===== src/hdl/clio_pkg.sv =====
// clio control core shared definitions
// register map, interrupt bit positions, timer control fields,
// line timer phase boundaries and the internal bus structs
package clio_pkg;

	typedef logic [31:0] word_t;		// one cpu register word
	typedef logic [13:0] reg_addr_t;	// word address, cpu_addr[15:2]

	// byte offsets within the clio window
	localparam logic [15:0] REG_REVISION       = 16'h0000;
	localparam logic [15:0] REG_VINT0          = 16'h0008;
	localparam logic [15:0] REG_VINT1          = 16'h000C;
	localparam logic [15:0] REG_HCNT           = 16'h0030;	// hpos on read
	localparam logic [15:0] REG_VCNT           = 16'h0034;	// vpos on read
	localparam logic [15:0] REG_IRQ0_SET       = 16'h0040;
	localparam logic [15:0] REG_IRQ0_CLR       = 16'h0044;
	localparam logic [15:0] REG_IRQ0_EN_SET    = 16'h0048;
	localparam logic [15:0] REG_IRQ0_EN_CLR    = 16'h004C;
	localparam logic [15:0] REG_IRQ1_SET       = 16'h0060;
	localparam logic [15:0] REG_IRQ1_CLR       = 16'h0064;
	localparam logic [15:0] REG_IRQ1_EN_SET    = 16'h0068;
	localparam logic [15:0] REG_IRQ1_EN_CLR    = 16'h006C;
	localparam logic [15:0] REG_TIMER_BASE     = 16'h0100;	// count at +8n, backup at +8n+4
	localparam logic [15:0] REG_TIMER_CTRL_SET = 16'h0200;	// low 32 bits of timer_ctrl only
	localparam logic [15:0] REG_TIMER_CTRL_CLR = 16'h0204;

	localparam word_t READ_DEFAULT = 32'hBADA_CCE5;	// unmapped read pattern

	// irq0 bit positions
	localparam int IRQ_VINT0_BIT  = 0;
	localparam int IRQ_VINT1_BIT  = 1;
	localparam int IRQ_TIMER_LSB  = 3;	// timer n -> bit 3+n
	localparam int IRQ_SECOND_BIT = 31;	// irq1 summary

	// timers
	localparam int MAX_TIMERS       = 16;
	localparam int TIMER_CTRL_BITS  = 4;	// per timer nibble in timer_ctrl
	localparam int TCTRL_DEC_BIT    = 0;	// decrement enable
	localparam int TCTRL_RELOAD_BIT = 1;	// reload from backup on underflow

	// line timer, in 25 MHz clocks
	localparam int LINE_CLOCKS = 1800;
	localparam int READ_FIRST  = 11;
	localparam int WRITE_FIRST = 1293;
	localparam int COPY_FIRST  = 1340;
	localparam int HSYNC_FIRST = 1400;

	typedef enum logic [2:0] {
		PH_LEAD,	// start of line, before vram reads
		PH_READ,	// active pixels, blank_n high
		PH_WRITE,
		PH_COPY,
		PH_HSYNC
	} line_phase_e;

	// decoded write, broadcast to every register owner
	typedef struct packed {
		logic      stb;		// one cycle per acked write
		reg_addr_t addr;	// word address
		word_t     data;
	} reg_wr_t;

	// one-cycle hardware event pulses into irq0
	typedef struct packed {
		logic [MAX_TIMERS-1:0] timer;	// unused timers tied low at the top
		logic                  vint1;
		logic                  vint0;
	} irq_event_t;

	// word address back to a byte offset for decoding
	function automatic logic [15:0] byte_off(reg_addr_t addr);
		return {addr, 2'b00};
	endfunction

endpackage


===== src/hdl/clio_regs.sv =====
// clio cpu register window as a wishbone classic slave
// fixed one cycle ack, registered read mux, vint line compare registers
// and the decoded write broadcast to the other register owners
`timescale 1ns/100ps

module clio_regs #(
	parameter int              N_TIMERS = 4,
	parameter clio_pkg::word_t REVISION = 32'h0202_0000
) (
	input  logic                                  clk_25m,
	input  logic                                  rst_n,
	input  logic                                  wb_cyc,
	input  logic                                  wb_stb,
	input  logic                                  wb_we,
	input  clio_pkg::reg_addr_t                   wb_adr,
	input  clio_pkg::word_t                       wb_dat_w,
	input  clio_pkg::word_t                       irq0_rd,
	input  clio_pkg::word_t                       irq0_en_rd,
	input  clio_pkg::word_t                       irq1_rd,
	input  clio_pkg::word_t                       irq1_en_rd,
	input  clio_pkg::word_t [N_TIMERS-1:0]        timer_count_rd,
	input  clio_pkg::word_t [N_TIMERS-1:0]        timer_backup_rd,
	input  logic [11:0]                           hcount,
	input  logic [11:0]                           vcount,
	output clio_pkg::word_t                       wb_dat_r,
	output logic                                  wb_ack,
	output clio_pkg::reg_wr_t                     reg_wr,
	output logic [9:0]                            vint0,
	output logic [9:0]                            vint1
);
	import clio_pkg::*;

	logic        req;		// new request this cycle
	logic [15:0] rd_byte;	// byte offset of the access
	word_t       rd_word;	// read mux output

	// a held request is served once, the ack cycle blocks the repeat
	assign req     = wb_cyc && wb_stb && !wb_ack;
	assign rd_byte = byte_off(wb_adr);

	// write strobe lands on the same edge that raises ack
	assign reg_wr.stb  = req && wb_we;
	assign reg_wr.addr = wb_adr;
	assign reg_wr.data = wb_dat_w;

	always_ff @(posedge clk_25m or negedge rst_n) begin
		if (!rst_n) begin
			wb_ack <= 1'b0;
		end else begin
			wb_ack <= req;	// one cycle, never stalls
		end
	end

	// vint0/vint1 only keep the line number bits
	always_ff @(posedge clk_25m or negedge rst_n) begin
		if (!rst_n) begin
			vint0 <= '0;
			vint1 <= '0;
		end else if (reg_wr.stb) begin
			if (rd_byte == REG_VINT0)
				vint0 <= reg_wr.data[9:0];
			if (rd_byte == REG_VINT1)
				vint1 <= reg_wr.data[9:0];
		end
	end

	always_comb begin
		rd_word = READ_DEFAULT;	// anything unmapped
		case (rd_byte)
			REG_REVISION: rd_word = REVISION;
			REG_VINT0:    rd_word = {22'b0, vint0};
			REG_VINT1:    rd_word = {22'b0, vint1};
			REG_HCNT:     rd_word = {20'b0, hcount};
			REG_VCNT:     rd_word = {20'b0, vcount};
			REG_IRQ0_SET, REG_IRQ0_CLR:       rd_word = irq0_rd;	// pending
			REG_IRQ0_EN_SET, REG_IRQ0_EN_CLR: rd_word = irq0_en_rd;	// mask
			REG_IRQ1_SET, REG_IRQ1_CLR:       rd_word = irq1_rd;
			REG_IRQ1_EN_SET, REG_IRQ1_EN_CLR: rd_word = irq1_en_rd;
			default: begin
				// timer window, count then backup per timer
				for (int n = 0; n < N_TIMERS; n++) begin
					if (rd_byte == REG_TIMER_BASE + 16'(8 * n))
						rd_word = timer_count_rd[n];
					if (rd_byte == REG_TIMER_BASE + 16'(8 * n + 4))
						rd_word = timer_backup_rd[n];
				end
			end
		endcase
	end

	// read data holds until the next request
	always_ff @(posedge clk_25m or negedge rst_n) begin
		if (!rst_n)
			wb_dat_r <= '0;
		else if (req)
			wb_dat_r <= rd_word;
	end

	// every request gets exactly one ack cycle
	a_ack_single: assert property (
		@(posedge clk_25m) disable iff (!rst_n)
		wb_ack |=> !wb_ack
	) else $error("wishbone ack held for two cycles");

endmodule


===== src/hdl/clio_irq.sv =====
// clio interrupt controller
// two pending/enable banks with set/clear access, hardware events into irq0,
// irq1 summary folded into irq0 bit 31 and the registered firq_n
`timescale 1ns/100ps

module clio_irq (
	input  logic                 clk_25m,
	input  logic                 rst_n,
	input  clio_pkg::reg_wr_t    reg_wr,
	input  clio_pkg::irq_event_t events,
	output clio_pkg::word_t      irq0_rd,
	output clio_pkg::word_t      irq0_en_rd,
	output clio_pkg::word_t      irq1_rd,
	output clio_pkg::word_t      irq1_en_rd,
	output logic                 firq_n
);
	import clio_pkg::*;

	logic [30:0] pend0;			// bit 31 is the irq1 summary, not stored
	word_t       en0, pend1, en1;
	word_t       ev0;			// events placed at their irq0 bits
	logic [15:0] wr_byte;
	logic        irq1_any;		// enabled irq1 pending
	logic        irq_any;		// anything enabled pending

	assign wr_byte = byte_off(reg_wr.addr);

	always_comb begin
		ev0                                   = '0;
		ev0[IRQ_VINT0_BIT]                    = events.vint0;
		ev0[IRQ_VINT1_BIT]                    = events.vint1;
		ev0[IRQ_TIMER_LSB +: MAX_TIMERS]      = events.timer;
	end

	assign irq1_any = |(pend1 & en1);
	assign irq_any  = (|(pend0 & en0[30:0])) || irq1_any;

	always_ff @(posedge clk_25m or negedge rst_n) begin
		if (!rst_n) begin
			pend0 <= '0;
			en0   <= '0;
			pend1 <= '0;
			en1   <= '0;
		end else begin
			if (reg_wr.stb) begin
				case (wr_byte)
					REG_IRQ0_SET:    pend0 <= pend0 | reg_wr.data[30:0];
					REG_IRQ0_CLR:    pend0 <= pend0 & ~reg_wr.data[30:0];
					REG_IRQ0_EN_SET: en0   <= en0 | reg_wr.data;
					REG_IRQ0_EN_CLR: en0   <= en0 & ~reg_wr.data;
					REG_IRQ1_SET:    pend1 <= pend1 | reg_wr.data;
					REG_IRQ1_CLR:    pend1 <= pend1 & ~reg_wr.data;
					REG_IRQ1_EN_SET: en1   <= en1 | reg_wr.data;
					REG_IRQ1_EN_CLR: en1   <= en1 & ~reg_wr.data;
					default: ;
				endcase
			end
			// events last, so they beat a clear in the same cycle
			if (|ev0[30:0])
				pend0 <= (reg_wr.stb && wr_byte == REG_IRQ0_CLR) ?
				         ((pend0 & ~reg_wr.data[30:0]) | ev0[30:0]) :
				         ((reg_wr.stb && wr_byte == REG_IRQ0_SET) ?
				          (pend0 | reg_wr.data[30:0] | ev0[30:0]) : (pend0 | ev0[30:0]));
		end
	end

	always_ff @(posedge clk_25m or negedge rst_n) begin
		if (!rst_n)
			firq_n <= 1'b1;
		else
			firq_n <= !irq_any;	// one cycle behind the pending state
	end

	always_comb begin
		irq0_rd                 = {1'b0, pend0};
		irq0_rd[IRQ_SECOND_BIT] = irq1_any;	// irq1 summary
	end

	assign irq0_en_rd = en0;
	assign irq1_rd    = pend1;
	assign irq1_en_rd = en1;

	// firq only follows a real enabled pending bit
	a_firq_cause: assert property (
		@(posedge clk_25m) disable iff (!rst_n)
		!firq_n |-> $past(irq_any)
	) else $error("firq_n low with nothing enabled pending");

endmodule


===== src/hdl/clio_timers.sv =====
// clio timer bank
// down-counters with backup reload, low timer_ctrl word with set/clear
// access and one underflow pulse per timer
`timescale 1ns/100ps

module clio_timers #(
	parameter int N_TIMERS = 4	// low timer_ctrl word covers up to 8
) (
	input  logic                           clk_25m,
	input  logic                           rst_n,
	input  clio_pkg::reg_wr_t              reg_wr,
	output clio_pkg::word_t [N_TIMERS-1:0] timer_count_rd,
	output clio_pkg::word_t [N_TIMERS-1:0] timer_backup_rd,
	output logic [N_TIMERS-1:0]            underflow
);
	import clio_pkg::*;

	localparam int CTRL_W = N_TIMERS * TIMER_CTRL_BITS;

	logic [15:0]       wr_byte;
	logic [CTRL_W-1:0] ctrl;		// one nibble per timer
	word_t             count  [N_TIMERS];
	word_t             backup [N_TIMERS];
	logic [N_TIMERS-1:0] wr_count;	// cpu write to a count register
	logic [N_TIMERS-1:0] wr_backup;

	assign wr_byte = byte_off(reg_wr.addr);

	// timer_ctrl set/clear, upper half not implemented
	always_ff @(posedge clk_25m or negedge rst_n) begin
		if (!rst_n) begin
			ctrl <= '0;
		end else if (reg_wr.stb) begin
			if (wr_byte == REG_TIMER_CTRL_SET)
				ctrl <= ctrl | reg_wr.data[CTRL_W-1:0];
			else if (wr_byte == REG_TIMER_CTRL_CLR)
				ctrl <= ctrl & ~reg_wr.data[CTRL_W-1:0];
		end
	end

	for (genvar n = 0; n < N_TIMERS; n++) begin : g_timer
		logic dec_en;		// decrement this cycle
		logic reload_en;

		assign dec_en    = ctrl[n * TIMER_CTRL_BITS + TCTRL_DEC_BIT];
		assign reload_en = ctrl[n * TIMER_CTRL_BITS + TCTRL_RELOAD_BIT];

		assign wr_count[n]  = reg_wr.stb && (wr_byte == REG_TIMER_BASE + 16'(8 * n));
		assign wr_backup[n] = reg_wr.stb && (wr_byte == REG_TIMER_BASE + 16'(8 * n + 4));

		// pulse as the count leaves zero, cpu write cancels the step
		assign underflow[n] = dec_en && !wr_count[n] && (count[n] == '0);

		always_ff @(posedge clk_25m or negedge rst_n) begin
			if (!rst_n) begin
				count[n] <= '0;
			end else if (wr_count[n]) begin
				count[n] <= reg_wr.data;	// cpu beats the decrement
			end else if (dec_en) begin
				if (count[n] == '0 && reload_en)
					count[n] <= backup[n];
				else
					count[n] <= count[n] - 32'd1;	// wraps to all ones
			end
		end

		always_ff @(posedge clk_25m or negedge rst_n) begin
			if (!rst_n)
				backup[n] <= '0;
			else if (wr_backup[n])
				backup[n] <= reg_wr.data;
		end

		assign timer_count_rd[n]  = count[n];
		assign timer_backup_rd[n] = backup[n];

		// a stopped timer only moves on a cpu write
		a_frozen: assert property (
			@(posedge clk_25m) disable iff (!rst_n)
			(!dec_en && !wr_count[n]) |=> (count[n] == $past(count[n]))
		) else $error("timer %0d moved with decrement disabled", n);
	end

endmodule


===== src/hdl/clio_video_timing.sv =====
// clio video line timer
// clocks within a line and lines within a field, the line phase decode,
// blank_n during the vram read phase and the vint line compare events
`timescale 1ns/100ps

module clio_video_timing #(
	parameter int LINES_PER_FIELD = 262
) (
	input  logic        clk_25m,
	input  logic        rst_n,
	input  logic [9:0]  vint0,		// compare line for vint0
	input  logic [9:0]  vint1,
	output logic [11:0] hcount,
	output logic [11:0] vcount,
	output logic        blank_n,
	output logic        vint0_hit,	// one clock at start of matching line
	output logic        vint1_hit
);
	import clio_pkg::*;

	localparam logic [11:0] H_LAST = 12'(LINE_CLOCKS - 1);
	localparam logic [11:0] V_LAST = 12'(LINES_PER_FIELD - 1);

	line_phase_e phase;
	logic        line_end;		// last clock of the line

	assign line_end = (hcount == H_LAST);

	always_ff @(posedge clk_25m or negedge rst_n) begin
		if (!rst_n) begin
			hcount <= '0;
			vcount <= '0;
		end else begin
			hcount <= line_end ? 12'd0 : hcount + 12'd1;
			if (line_end)
				vcount <= (vcount == V_LAST) ? 12'd0 : vcount + 12'd1;	// field wrap
		end
	end

	// read, write and copy windows, only read has a visible effect
	always_comb begin
		if (hcount < 12'(READ_FIRST))
			phase = PH_LEAD;
		else if (hcount < 12'(WRITE_FIRST))
			phase = PH_READ;	// 1282 clocks of pixels
		else if (hcount < 12'(COPY_FIRST))
			phase = PH_WRITE;
		else if (hcount < 12'(HSYNC_FIRST))
			phase = PH_COPY;
		else
			phase = PH_HSYNC;
	end

	assign blank_n = (phase == PH_READ);

	// line compares against the low vcount bits zero extended
	assign vint0_hit = (hcount == 12'd0) && (vcount == {2'b00, vint0});
	assign vint1_hit = (hcount == 12'd0) && (vcount == {2'b00, vint1});

	// line counter never runs past the line length
	a_hcount_range: assert property (
		@(posedge clk_25m) disable iff (!rst_n)
		hcount < 12'(LINE_CLOCKS)
	) else $error("hcount out of range %0d", hcount);

endmodule


===== src/hdl/clio.sv =====
// clio control and interrupt core
// joins the wishbone register slave, the interrupt banks, the timer bank
// and the video line timer
`timescale 1ns/100ps

module clio #(
	parameter int             N_TIMERS        = 4,
	parameter int             LINES_PER_FIELD = 262,
	parameter clio_pkg::word_t REVISION        = 32'h0202_0000
) (
	input  logic               clk_25m,
	input  logic               rst_n,
	input  logic               wb_cyc,
	input  logic               wb_stb,
	input  logic               wb_we,
	input  clio_pkg::reg_addr_t wb_adr,
	input  clio_pkg::word_t    wb_dat_w,
	output clio_pkg::word_t    wb_dat_r,
	output logic               wb_ack,
	output logic               firq_n,	// to the arm
	output logic               blank_n
);
	import clio_pkg::*;

	reg_wr_t                  reg_wr;		// write broadcast
	irq_event_t               events;
	word_t                    irq0_rd, irq0_en_rd;
	word_t                    irq1_rd, irq1_en_rd;
	word_t [N_TIMERS-1:0]     timer_count_rd;
	word_t [N_TIMERS-1:0]     timer_backup_rd;
	logic  [N_TIMERS-1:0]     underflow;
	logic  [11:0]             hcount, vcount;
	logic  [9:0]              vint0, vint1;	// line compare values
	logic                     vint0_hit, vint1_hit;

	// gather the event pulses, spare timer slots stay low
	assign events.vint0 = vint0_hit;
	assign events.vint1 = vint1_hit;
	assign events.timer = MAX_TIMERS'(underflow);

	clio_regs #(.N_TIMERS(N_TIMERS), .REVISION(REVISION)) u_regs (
		.clk_25m, .rst_n,
		.wb_cyc, .wb_stb, .wb_we, .wb_adr, .wb_dat_w,
		.irq0_rd, .irq0_en_rd, .irq1_rd, .irq1_en_rd,
		.timer_count_rd, .timer_backup_rd,
		.hcount, .vcount,
		.wb_dat_r, .wb_ack, .reg_wr,
		.vint0, .vint1
	);

	clio_irq u_irq (
		.clk_25m, .rst_n,
		.reg_wr, .events,
		.irq0_rd, .irq0_en_rd, .irq1_rd, .irq1_en_rd,
		.firq_n
	);

	clio_timers #(.N_TIMERS(N_TIMERS)) u_timers (
		.clk_25m, .rst_n,
		.reg_wr,
		.timer_count_rd, .timer_backup_rd,
		.underflow
	);

	clio_video_timing #(.LINES_PER_FIELD(LINES_PER_FIELD)) u_video (
		.clk_25m, .rst_n,
		.vint0, .vint1,
		.hcount, .vcount,
		.blank_n,
		.vint0_hit, .vint1_hit
	);

endmodule


===== config.mk =====
export PLATFORM = sky130hd
export DESIGN_NAME = clio
export DESIGN_NICKNAME = d
export VERILOG_FILES = /design/src/hdl/clio_pkg.sv /design/src/hdl/clio_regs.sv /design/src/hdl/clio_irq.sv /design/src/hdl/clio_timers.sv /design/src/hdl/clio_video_timing.sv /design/src/hdl/clio.sv
export SDC_FILE = /design/constraint.sdc
export NUM_CORES = 1
export LEC_CHECK = 0
export ABC_AREA = 1
export BUFFER_PORTS_ARGS = -buffer_cell sky130_fd_sc_hd__buf_2
export CAP_MARGIN = 20
export CELL_PAD_IN_SITES_DETAIL_PLACEMENT = 2
export CELL_PAD_IN_SITES_GLOBAL_PLACEMENT = 2
export CORE_MARGIN = 2
export CORE_UTILIZATION = 34
export DETAILED_ROUTE_END_ITERATION = 16
export PLACE_DENSITY = 0.86
export REMOVE_ABC_BUFFERS = 1
export SYNTH_ARGS = -nofsm -noshare
export SYNTH_HDL_FRONTEND = slang
export SYNTH_SLANG_ARGS = --single-unit

===== constraint.sdc =====
create_clock -name clk_25m -period 2.1 [get_ports clk_25m]
set_input_delay 0.42 -clock clk_25m [delete_from_list [all_inputs] [get_ports clk_25m]]
set_output_delay 0.42 -clock clk_25m [all_outputs]
set_load 0.05 [all_outputs]

==> summary.txt, run 1 <==
Status
  – Status: aborted with a tool error
  – Stage reached: global routing (5_1_grt)
  – Log Error: [ERROR GRT-0232] Routing congestion too high. Check the congestion heatmap in the GUI.

Synth
  – Async SR Flop Fraction: 1.00
  – Register area share after synthesis: 0.405
  – Top FF cell, synth: dfrtp_1
  – Mapped Cells: slightly above 4,000
  – Yosys warns: 0
  – Synthesized cell area: 0.0289 mm²
  – Unique masters post-synth: 52
  – Register bit total from synthesis: between 400 and 500
  – Syn avg cell area: 7.05 µm²
  – Post-synth EDFFs: 0

Global routing
  – GRT overflow: 184
  – GRT Total Usage: 0.737
  – Pin count of the biggest net entering global routing: 81

Die
  – Die Width: just under 300 µm
  – Row cnt: 107
  – Initial core utilization: 0.342
  – # IOs: 86
  – Die Y: 296 µm

Clock network
  – # H-tree levels: 2
  – CTS sink cnt: 469
  – Max clock buf depth: 3
  – Root Driver: clkbuf_16
  – Number of CTS-inserted buffers: 59

Placement
  – HPWL Detailed: between 100,000 and 150,000 µm
  – Routability cong.: 0.968
  – IO buf count: 85
  – Post-Place Setup Slack: -750 ps
  – Placed cell areas: ~0.035 mm²
## per-stage QoR
step           hold WS [ps]  instances
2_1_floorplan           124       3924
3_3_place_gp            296       5736
3_5_place_dp            294       5736
4_1_cts                87.1       5938
## cells by family after synthesis
family / synth area share
DFF: 0.405
xor gates and xnor gates: 0.0239
adders and majority gates: 0.00519
AOI/OAI and AO/OA: 0.166
buffers and inverters: 0.0881
muxes: 0.0121
and+or+nand+nor: 0.299
## cell usage after synthesis, types with 3 or more instances
cell type / n / area share
nor3b_1: 3 / 0.00078
nand4_1: 84 / 0.018
o221ai_1: 40 / 0.012
nor2_2: 21 / 0.0045
a21oi_1: 154 / 0.027
o21ai_0: 353 / 0.061
nand3b_1: 25 / 0.0065
nor2_4: 5 / 0.0019
o21bai_1: 45 / 0.012
nand2_2: 11 / 0.0024
xor2_1: 66 / 0.020
or2_0: 7 / 0.0015
mux2i_1: 35 / 0.012
o21ai_1: 68 / 0.012
buf_6: 4 / 0.0016
buf_2: 66 / 0.011
or2_2: 27 / 0.0058
nor2_1: 516 / 0.067
xnor2_1: 13 / 0.0039
buf_1: 4 / 0.00052
and2_1: 3 / 0.00065
o22ai_1: 79 / 0.017
ha_1: 12 / 0.0052
inv_2: 21 / 0.0027
clkinv_1: 9 / 0.0012
buf_4: 13 / 0.0034
nand3_2: 6 / 0.0021
nand3_1: 238 / 0.041
nor3_1: 55 / 0.0095
and3_1: 3 / 0.00065
inv_1: 425 / 0.055
o211ai_1: 82 / 0.021
nand2_1: 1017 / 0.13
clkbuf_1: 93 / 0.012
a31oi_1: 4 / 0.00086
a22oi_1: 3 / 0.00078
nor4_1: 8 / 0.0017
dfrtp_1: 468 / 0.40
## layer usage
metal  track usage  overflow
met3         0.592         3
met1         0.723         2
met2         0.896        98
met4         0.758        81
met5         0.352         0
## what timing repair did
action,CTS
endpoints found under the setup margin,273
hold endpoints to repair,93
buffers inserted,67
resized for setup,644
hold buffers,1
cloned,27
pin swaps,100
==> run 2, diff against run 1 <==
--- a/config.mk
+++ b/config.mk
@@ -8,12 +8,10 @@
 export ABC_AREA = 1
 export BUFFER_PORTS_ARGS = -buffer_cell sky130_fd_sc_hd__buf_2
 export CAP_MARGIN = 20
-export CELL_PAD_IN_SITES_DETAIL_PLACEMENT = 2
-export CELL_PAD_IN_SITES_GLOBAL_PLACEMENT = 2
 export CORE_MARGIN = 2
-export CORE_UTILIZATION = 34
+export CORE_UTILIZATION = 20
 export DETAILED_ROUTE_END_ITERATION = 16
-export PLACE_DENSITY = 0.86
+export PLACE_DENSITY_LB_ADDON = 0.15
 export REMOVE_ABC_BUFFERS = 1
 export SYNTH_ARGS = -nofsm -noshare
 export SYNTH_HDL_FRONTEND = slang
==> run 2 against run 1 <==
The flow now finishes, with violations (design-rule violations, negative setup slack). Synthesized cell count is the same. Area after synthesis stayed put.
==> summary.txt, run 2 <==
Placement
  – Cell Count Post-Placement: 6,568 (+15%)
  – IO buf count: 85 (unchanged)
  – Routability cong.: 0.943 (-2.7%)
  – Post-Place Setup Slack: -859 ps (-109 ps)
  – Placed cell areas: 0.0367 mm² (+4.7%)
  – HPWL Detailed: 123,000 µm (-12%)

Final layout
  – Cell area after layout: 0.0417 mm²
  – Area Overhead vs Synth: 44.0%
  – Non-Filler Instances: 6,761
  – Share of cells above drive strength 1: 0.277
  – Nets@finish: between 4,000 and 5,000
  – Most frequent cells in the layout: 911 x nand2_1, 593 x buf_4, 456 x dfrtp_1, 431 x nor2_1, 405 x inv_1
  – Final core occ: 0.290
  – Most common cell after layout, fill and taps aside: nand2_1

STA
  – Pins Over Slew Limit: 0
  – Max frequency: 418 MHz
  – RSZ-0062 raised after global routing: yes
  – Final setup violation count: 64
  – Fin crit share: 1.14
  – Minimum clock period: 2390 ps
  – Fin. Hold Viols: 0
  – Post-route setup slack: -292 ps
  – Worst slew margin: 0.496
  – Worst-Margin Slew: 750 ps
  – Hold_ws: 52.9 ps
  – Clk_skew: ~27 ps

Die
  – Die ar.: approximately 0.15 mm²
  – Die Width: 384 µm (+30%)
  – Initial core utilization: 0.201 (-0.140)
  – Row cnt: 139 (+30%)
  – Area of the core: 0.144 mm²
  – # IOs: 86 (unchanged)
  – Die Y: 384 µm (+30%)

Route
  – Total number of vias: 32,000
  – Detailed Routing Iterations Pass 1: 11
  – Avg WL per Cell: 24.0 µm
  – Residual DRC: 2
  – Routed vias/inst: 4.74
  – 1st-iter DRT viols: 3,400
  – Routed WL: 163,000 µm
  – Final ANT Viol Nets: 0

Synth
  – Syn avg cell area: 7.05 µm² (unchanged)
  – Post-synth top area share: 0.405 (unchanged)
  – Top FF cell, synth: dfrtp_1
  – Async SR Flop Fraction: 1.00 (unchanged)
  – Mapped Cells: 4,104 (unchanged)
  – Synthesized cell area: 0.0289 mm² (unchanged)
  – Synth cell count leaders: 1,017 x nand2_1, 516 x nor2_1, 468 x dfrtp_1, 425 x inv_1, 353 x o21ai_0
  – Yosys warns: 0 (unchanged)
  – Unique masters post-synth: 52 (unchanged)
  – Cell taking the most area after synthesis: dfrtp_1
  – Synth area leaders: dfrtp_1 40%, nand2_1 13%, nor2_1 6.7%
  – Register bit total from synthesis: 469 (unchanged)
  – Most common cell in the synthesized netlist: nand2_1
  – Post-synth EDFFs: 0 (unchanged)
  – Register area share after synthesis: 0.405 (unchanged)

Power
  – Switching pwr: 9960 µW
  – Internal power: 20,000 µW
  – Reg power frac: 0.346
  – Comb pwr share: 0.258
  – Worst VDD drop: 715 µV
  – Clk pwr share: 0.396
  – Sw Ratio: 0.332
  – Leak: 0.0192 µW
  – Power per cell area: about 700 mW/mm²

Global routing
  – Met1 usage: 0.303
  – Busiest grt layer: met2
  – Vias in the first global route: ~30,000
  – Pin count of the biggest net entering global routing: 83
  – First-pass GRT wire length: approximately 220,000 µm
  – Initial antenna violation count: 13
  – GRT Total Usage: 0.208
  – Met2 Resource Use GR: 0.325
  – GRT overflow: 0
  – Met3 Usage GRT: 0.0217

Clock network
  – Max clock buf depth: 3 (unchanged)
  – Root Driver: clkbuf_16
  – Number of CTS-inserted buffers: 61 (+3.4%)
  – CTS tree: built
  – CTS sink cnt: 469 (unchanged)
  – # H-tree levels: 2 (unchanged)
  – Clock Latency Late Sink: around 700 ps
  – CTS clk-pin slew, worst paths: about 60 ps

Setup path
  – Crit path launch type: flip-flop
  – Crit path capture type: primary output
  – Crit path max fanout: 2
  – Reg2Reg Setup Slack: -130 ps
  – R2R cell count: 15
  – CP Data Required Time: 1680 ps
  – Crit Path Class: flip-flop to primary output
  – Worst flop-to-flop path startpoint: u_regs.wb_ack$_DFF_PN0_
  – Arrival @ worst endpoint: between 1500 and 2000 ps

Worst hold path
  – Worst min-delay path class: primary input to flip-flop
  – Min-delay src: wb_dat_w[15]
  – Hold path depth: 3

Run
  – Max Cap Viol: 0

Status
  – Failing checks: design-rule violations, negative setup slack
  – Status: complete, but fails checks
run 2: cells by family after synthesis:
group / synth area share
AOI/OAI and AO/OA: 0.166
buffers and inverters: 0.0881
and+or+nand+nor: 0.299
DFF: 0.405
muxes: 0.0121
adders and majority gates: 0.00519
xor gates and xnor gates: 0.0239
run 2: worst max-delay path: stages, from the launching register on:
cell and delay, ps:
dfrtp_1 390, inv_2 80, ha_4 140, nor3_2 40, nor2_1 110, a211oi_2 80, a211oi_2 230, buf_6 200
run 2: power groups by stage:
stage | clock network [µW] | registers [µW] | logic, µW
2_1_floorplan | 0 | 10500 | 3020
3_3_place_gp | 0 | 10400 | 7040
3_5_place_dp | 0 | 10400 | 6960
4_1_cts | 12200 | 10300 | 7100
5_1_grt | 12500 | 10500 | 8390
6_report | 11900 | 10400 | 7730
run 2: layout make-up:
class	count	area (µm²)
inverter	456	1750
antenna	1	2.50
timing repair buffer	818	7360
sequential	469	11800
multi-input combinational	3000	16200
tap	1903	2380
fill	15900	102000
clock inverter	16	332
clock buffer	98	1900
run 2: worst max-delay path by stage:
stage	slack, ps	depth (start not counted)	from	endpoint
after detailed placement	-860	14	wb_adr[13]	u_regs.wb_dat_r[26]$_DFFE_PN0N_
after CTS	-410	7	u_video.hcount[1]$_DFF_PN0_	blank_n
after global placement	-940	14	wb_adr[11]	u_regs.wb_dat_r[26]$_DFFE_PN0N_
after floorplan	-2480	5	wb_adr[11]	u_timers.timer_backup_rd[32]$_DFFE_PN0P_
final	-290	7	u_video.hcount[1]$_DFF_PN0_	blank_n
after global routing	-380	6	u_video.hcount[7]$_DFF_PN0_	blank_n
run 2: layer usage:
metal  part of all wire  vias up
li1                   -    15000
met1               0.47    15800
met2               0.45     1042
met3              0.052      191
met4              0.028        2
met5           0.000080        -
run 2: what timing repair did:
action	4_1_cts	5_1_grt
hold buffers	7	0
setup endpoints to repair	96	263
cloned	1	25
endpoints found under the hold margin	187	0
pin swaps	12	120
gates resized for setup	65	493
buffers inserted	11	37
run 2: stage by stage:
| step | total power (µW) | setup TNS [ps] |
|---|---|---|
| 2_1_floorplan | 13500 | -846800 |
| 3_3_place_gp | 17500 | -124200 |
| 3_5_place_dp | 17400 | -121160 |
| 4_1_cts | 29500 | -410 |
| 5_1_grt | 31300 | -15290 |
| 6_report | 30000 | -4780 |
No activity file was read; power rests on OpenSTA's default activity.
==> run 3, diff against run 2 <==
==> constraint.sdc (replaced) <==
create_clock -name clk_25m -period 2.8 [get_ports clk_25m]
set_input_delay 0.56 -clock clk_25m [delete_from_list [all_inputs] [get_ports clk_25m]]
set_output_delay 0.56 -clock clk_25m [all_outputs]
set_load 0.05 [all_outputs]
==> run 3 against run 2 <==
The flow finishes with violations (design-rule violations). Via count decreased by 6.9%. Worst setup slack improved by 430 ps. Register-to-register slack gained 390 ps. Clock power is 32% lower. Die area unchanged. Count of clock-buffer cells in the layout decreased by 10. Global-route usage down 0.76 points. Non-clock buffer count shrank 452. Routed wire length down 7.9%. Flip-flop and latch count stayed put. Sequential share of layout area is 4.8 points higher. Critical path type unchanged.
==> summary.txt, run 3 (synthesis gave the netlist of run 2 again) <==
Clock network
  – Root Driver: clkbuf_16
  – # H-tree levels: 2 (unchanged)
  – CTS tree: built
  – CTS sink cnt: 469 (unchanged)
  – CTS clk-pin slew, worst paths: 60 ps (about the same)
  – Max clock buf depth: 3 (unchanged)
  – Number of CTS-inserted buffers: 61 (unchanged)
  – Clock Latency Late Sink: 700 ps (about the same)

Route
  – Final ANT Viol Nets: 0 (unchanged)
  – Routed vias/inst: 4.73 (-0.15%)
  – Residual DRC: 2 (unchanged)
  – Total number of vias: 29,800 (-6.9%)
  – Detailed Routing Iterations Pass 1: 12 (+1)
  – Avg WL per Cell: 23.8 µm (-1.2%)
  – Routed WL: 150,000 µm (-7.9%)
  – 1st-iter DRT viols: 2,875 (-15%)

Status
  – Failing checks: design-rule violations
  – Status: complete, but fails checks

Placement
  – Cell Count Post-Placement: 6,191 (-5.7%)
  – HPWL Detailed: 115,000 µm (-6.1%)
  – Post-Place Setup Slack: -433 ps (+426 ps)
  – Routability cong.: 0.912 (-3.3%)
  – IO buf count: 85 (unchanged)

Setup path
  – Reg2Reg Setup Slack: 260 ps (+390 ps)
  – Crit path capture type: primary output
  – Crit path launch type: flip-flop
  – CP Data Required Time: 2240 ps (+560 ps)
  – Arrival @ worst endpoint: 2100 ps (+130 ps)
  – Crit path max fanout: 6 (+4)
  – Crit Path Class: flip-flop to primary output
  – FF-to-FF End: u_timers.timer_count_rd[12]$_DFFE_PN0P_
  – Worst flop-to-flop path startpoint: u_timers.timer_count_rd[0]$_DFFE_PN0P_
  – Setup crit start: u_video.hcount[7]$_DFF_PN0_
  – R2R cell count: 11 (-4)
  – End point of the critical path: blank_n

Global routing
  – Pin count of the biggest net entering global routing: 82 (-1.2%)
  – Vias in the first global route: 29,100 (-4.0%)
  – GRT overflow: 0 (unchanged)
  – GRT Total Usage: 0.201 (-0.00760)
  – First-pass GRT wire length: 217,000 µm (-3.2%)
  – Initial antenna violation count: 11 (-2)

Worst hold path
  – Worst min-delay path class: primary input to flip-flop

STA
  – Worst slew margin: 0.371 (-0.125)
  – Final setup violation count: 0 (-100%)
  – Pins Over Slew Limit: 0 (unchanged)
  – TNS Setup: 0 ps (+4780 ps)
  – Minimum clock period: 2660 ps
  – Worst-Margin Slew: 943 ps (+193 ps)
  – Fin crit share: 0.949
  – Fin. Hold Viols: 0 (unchanged)
  – Max frequency: 376 MHz
  – Post-route setup slack: 143 ps (+435 ps)
  – Clk_skew: 25.6 ps (-1.27 ps)
  – RSZ-0062 raised after global routing: no

Power
  – Power per cell area: 559 mW/mm² (-22%)
  – Leak: 0.0161 µW (-16%)
  – Worst VDD drop: 550 µV (-23%)

Die
  – Die Width: 384 µm (unchanged)
  – Initial core utilization: 0.201 (unchanged)
  – Die ar.: 0.148 mm² (unchanged)
  – Row cnt: 139 (unchanged)
  – Die Y: 384 µm (unchanged)
  – Area of the core: 0.144 mm² (unchanged)
  – # IOs: 86 (unchanged)

Final layout
  – # fillers: 16,200 (+1.9%)
  – Most frequent cells in the layout: 1,016 x nand2_1, 515 x nor2_1, 467 x dfrtp_1, 424 x inv_1, 353 x o21ai_0
  – Share of cells above drive strength 1: 0.130 (-0.147)
  – Non-Filler Instances: 6,303 (-6.8%)
  – Area Overhead vs Synth: 22.8%
  – Nets@finish: 4,416 (-9.3%)
  – Most common cell after layout, fill and taps aside: nand2_1

Run
  – Max Cap Viol: 0 (unchanged)
run 3: changes by cell type in the layout (fill, tap and decap cells not counted), moves of 31 or more:
cell	delta
buf_4	-350
o21ai_1	-31
nor2_4	-32
buf_12	-32
o21ai_0	+53
nand2_2	-55
buf_6	-40
nor2_1	+84
nor2_2	-53
nand2_4	-48
nand2_1	+105
run 3: critical path, cell delays in order, from the launching register on:
cell and delay [ps]:
dfrtp_1 440, nor2_1 150, nand3_2 140, nor2_1 150, a211oi_2 90, a211oi_2 240
buf_6 200
run 3: how the worst min path moves through the flow:
| stage | to | cells after the start | startpoint | slack, ps |
|---|---|---|---|---|
| after global routing | flip-flop | 3 | wb_dat_w[7] | 160 |
| after global placement | u_timers.timer_backup_rd[103]$_DFFE_PN0P_ | 2 | u_timers.timer_backup_rd[103]$_DFFE_PN0P_ | 470 |
| after detailed placement | u_timers.timer_backup_rd[103]$_DFFE_PN0P_ | 2 | u_timers.timer_backup_rd[103]$_DFFE_PN0P_ | 470 |
| after CTS | flip-flop | 3 | wb_dat_w[7] | 120 |
| after floorplan | async pin | 0 | rst_n | 260 |
| final | flip-flop | 3 | wb_dat_w[28] | 170 |
run 3: what timing repair did:
action | 4_1_cts | 5_1_grt
setup buffers | 0 | 1
endpoints found under the setup margin | 1 | 1
hold buffers | 1 | 0
gates resized for setup | 5 | 2
endpoints found under the hold margin | 27 | 0
run 3: layout make-up:
cell class / instances / area (µm²) / area share
clock inverters: 20 / 186 / 0.00525
diodes: 2 / 5.00 / 0.000141
repair buffers: 366 / 3020 / 0.0849
clock buffers: 88 / 1810 / 0.0509
multi-input cells: 2999 / 14700 / 0.413
well taps: 1903 / 2380 / 0.0670
inverters: 456 / 1710 / 0.0482
flip-flops and latches: 469 / 11700 / 0.330
run 3: where the power goes:
part | switching (µW) | total, µW | internal (µW) | leakage, µW
logic | 2440 | 3660 | 1220 | 0.00944
clock network | 3480 | 8110 | 4630 | 0.000983
registers | 799 | 8080 | 7280 | 0.00566
run 3: metal layers:
metal	global-route usage	up-vias	part of all wire
met2	0.311	840	0.44
met5	0	-	0.00023
met4	0.0514	6	0.026
met3	0.0231	183	0.048
li1	-	14000	-
met1	0.293	14700	0.49
run 3: through the flow:
step,utilization,power (µW),hold WS (ps),cell area (µm²)
final,0.247,19900,169,35500
after floorplan,-,10100,264,28100
after detailed placement,0.233,11800,474,33500
after global routing,0.247,20900,157,35500
after global placement,0.233,11800,468,33500
after CTS,0.247,20000,122,35500
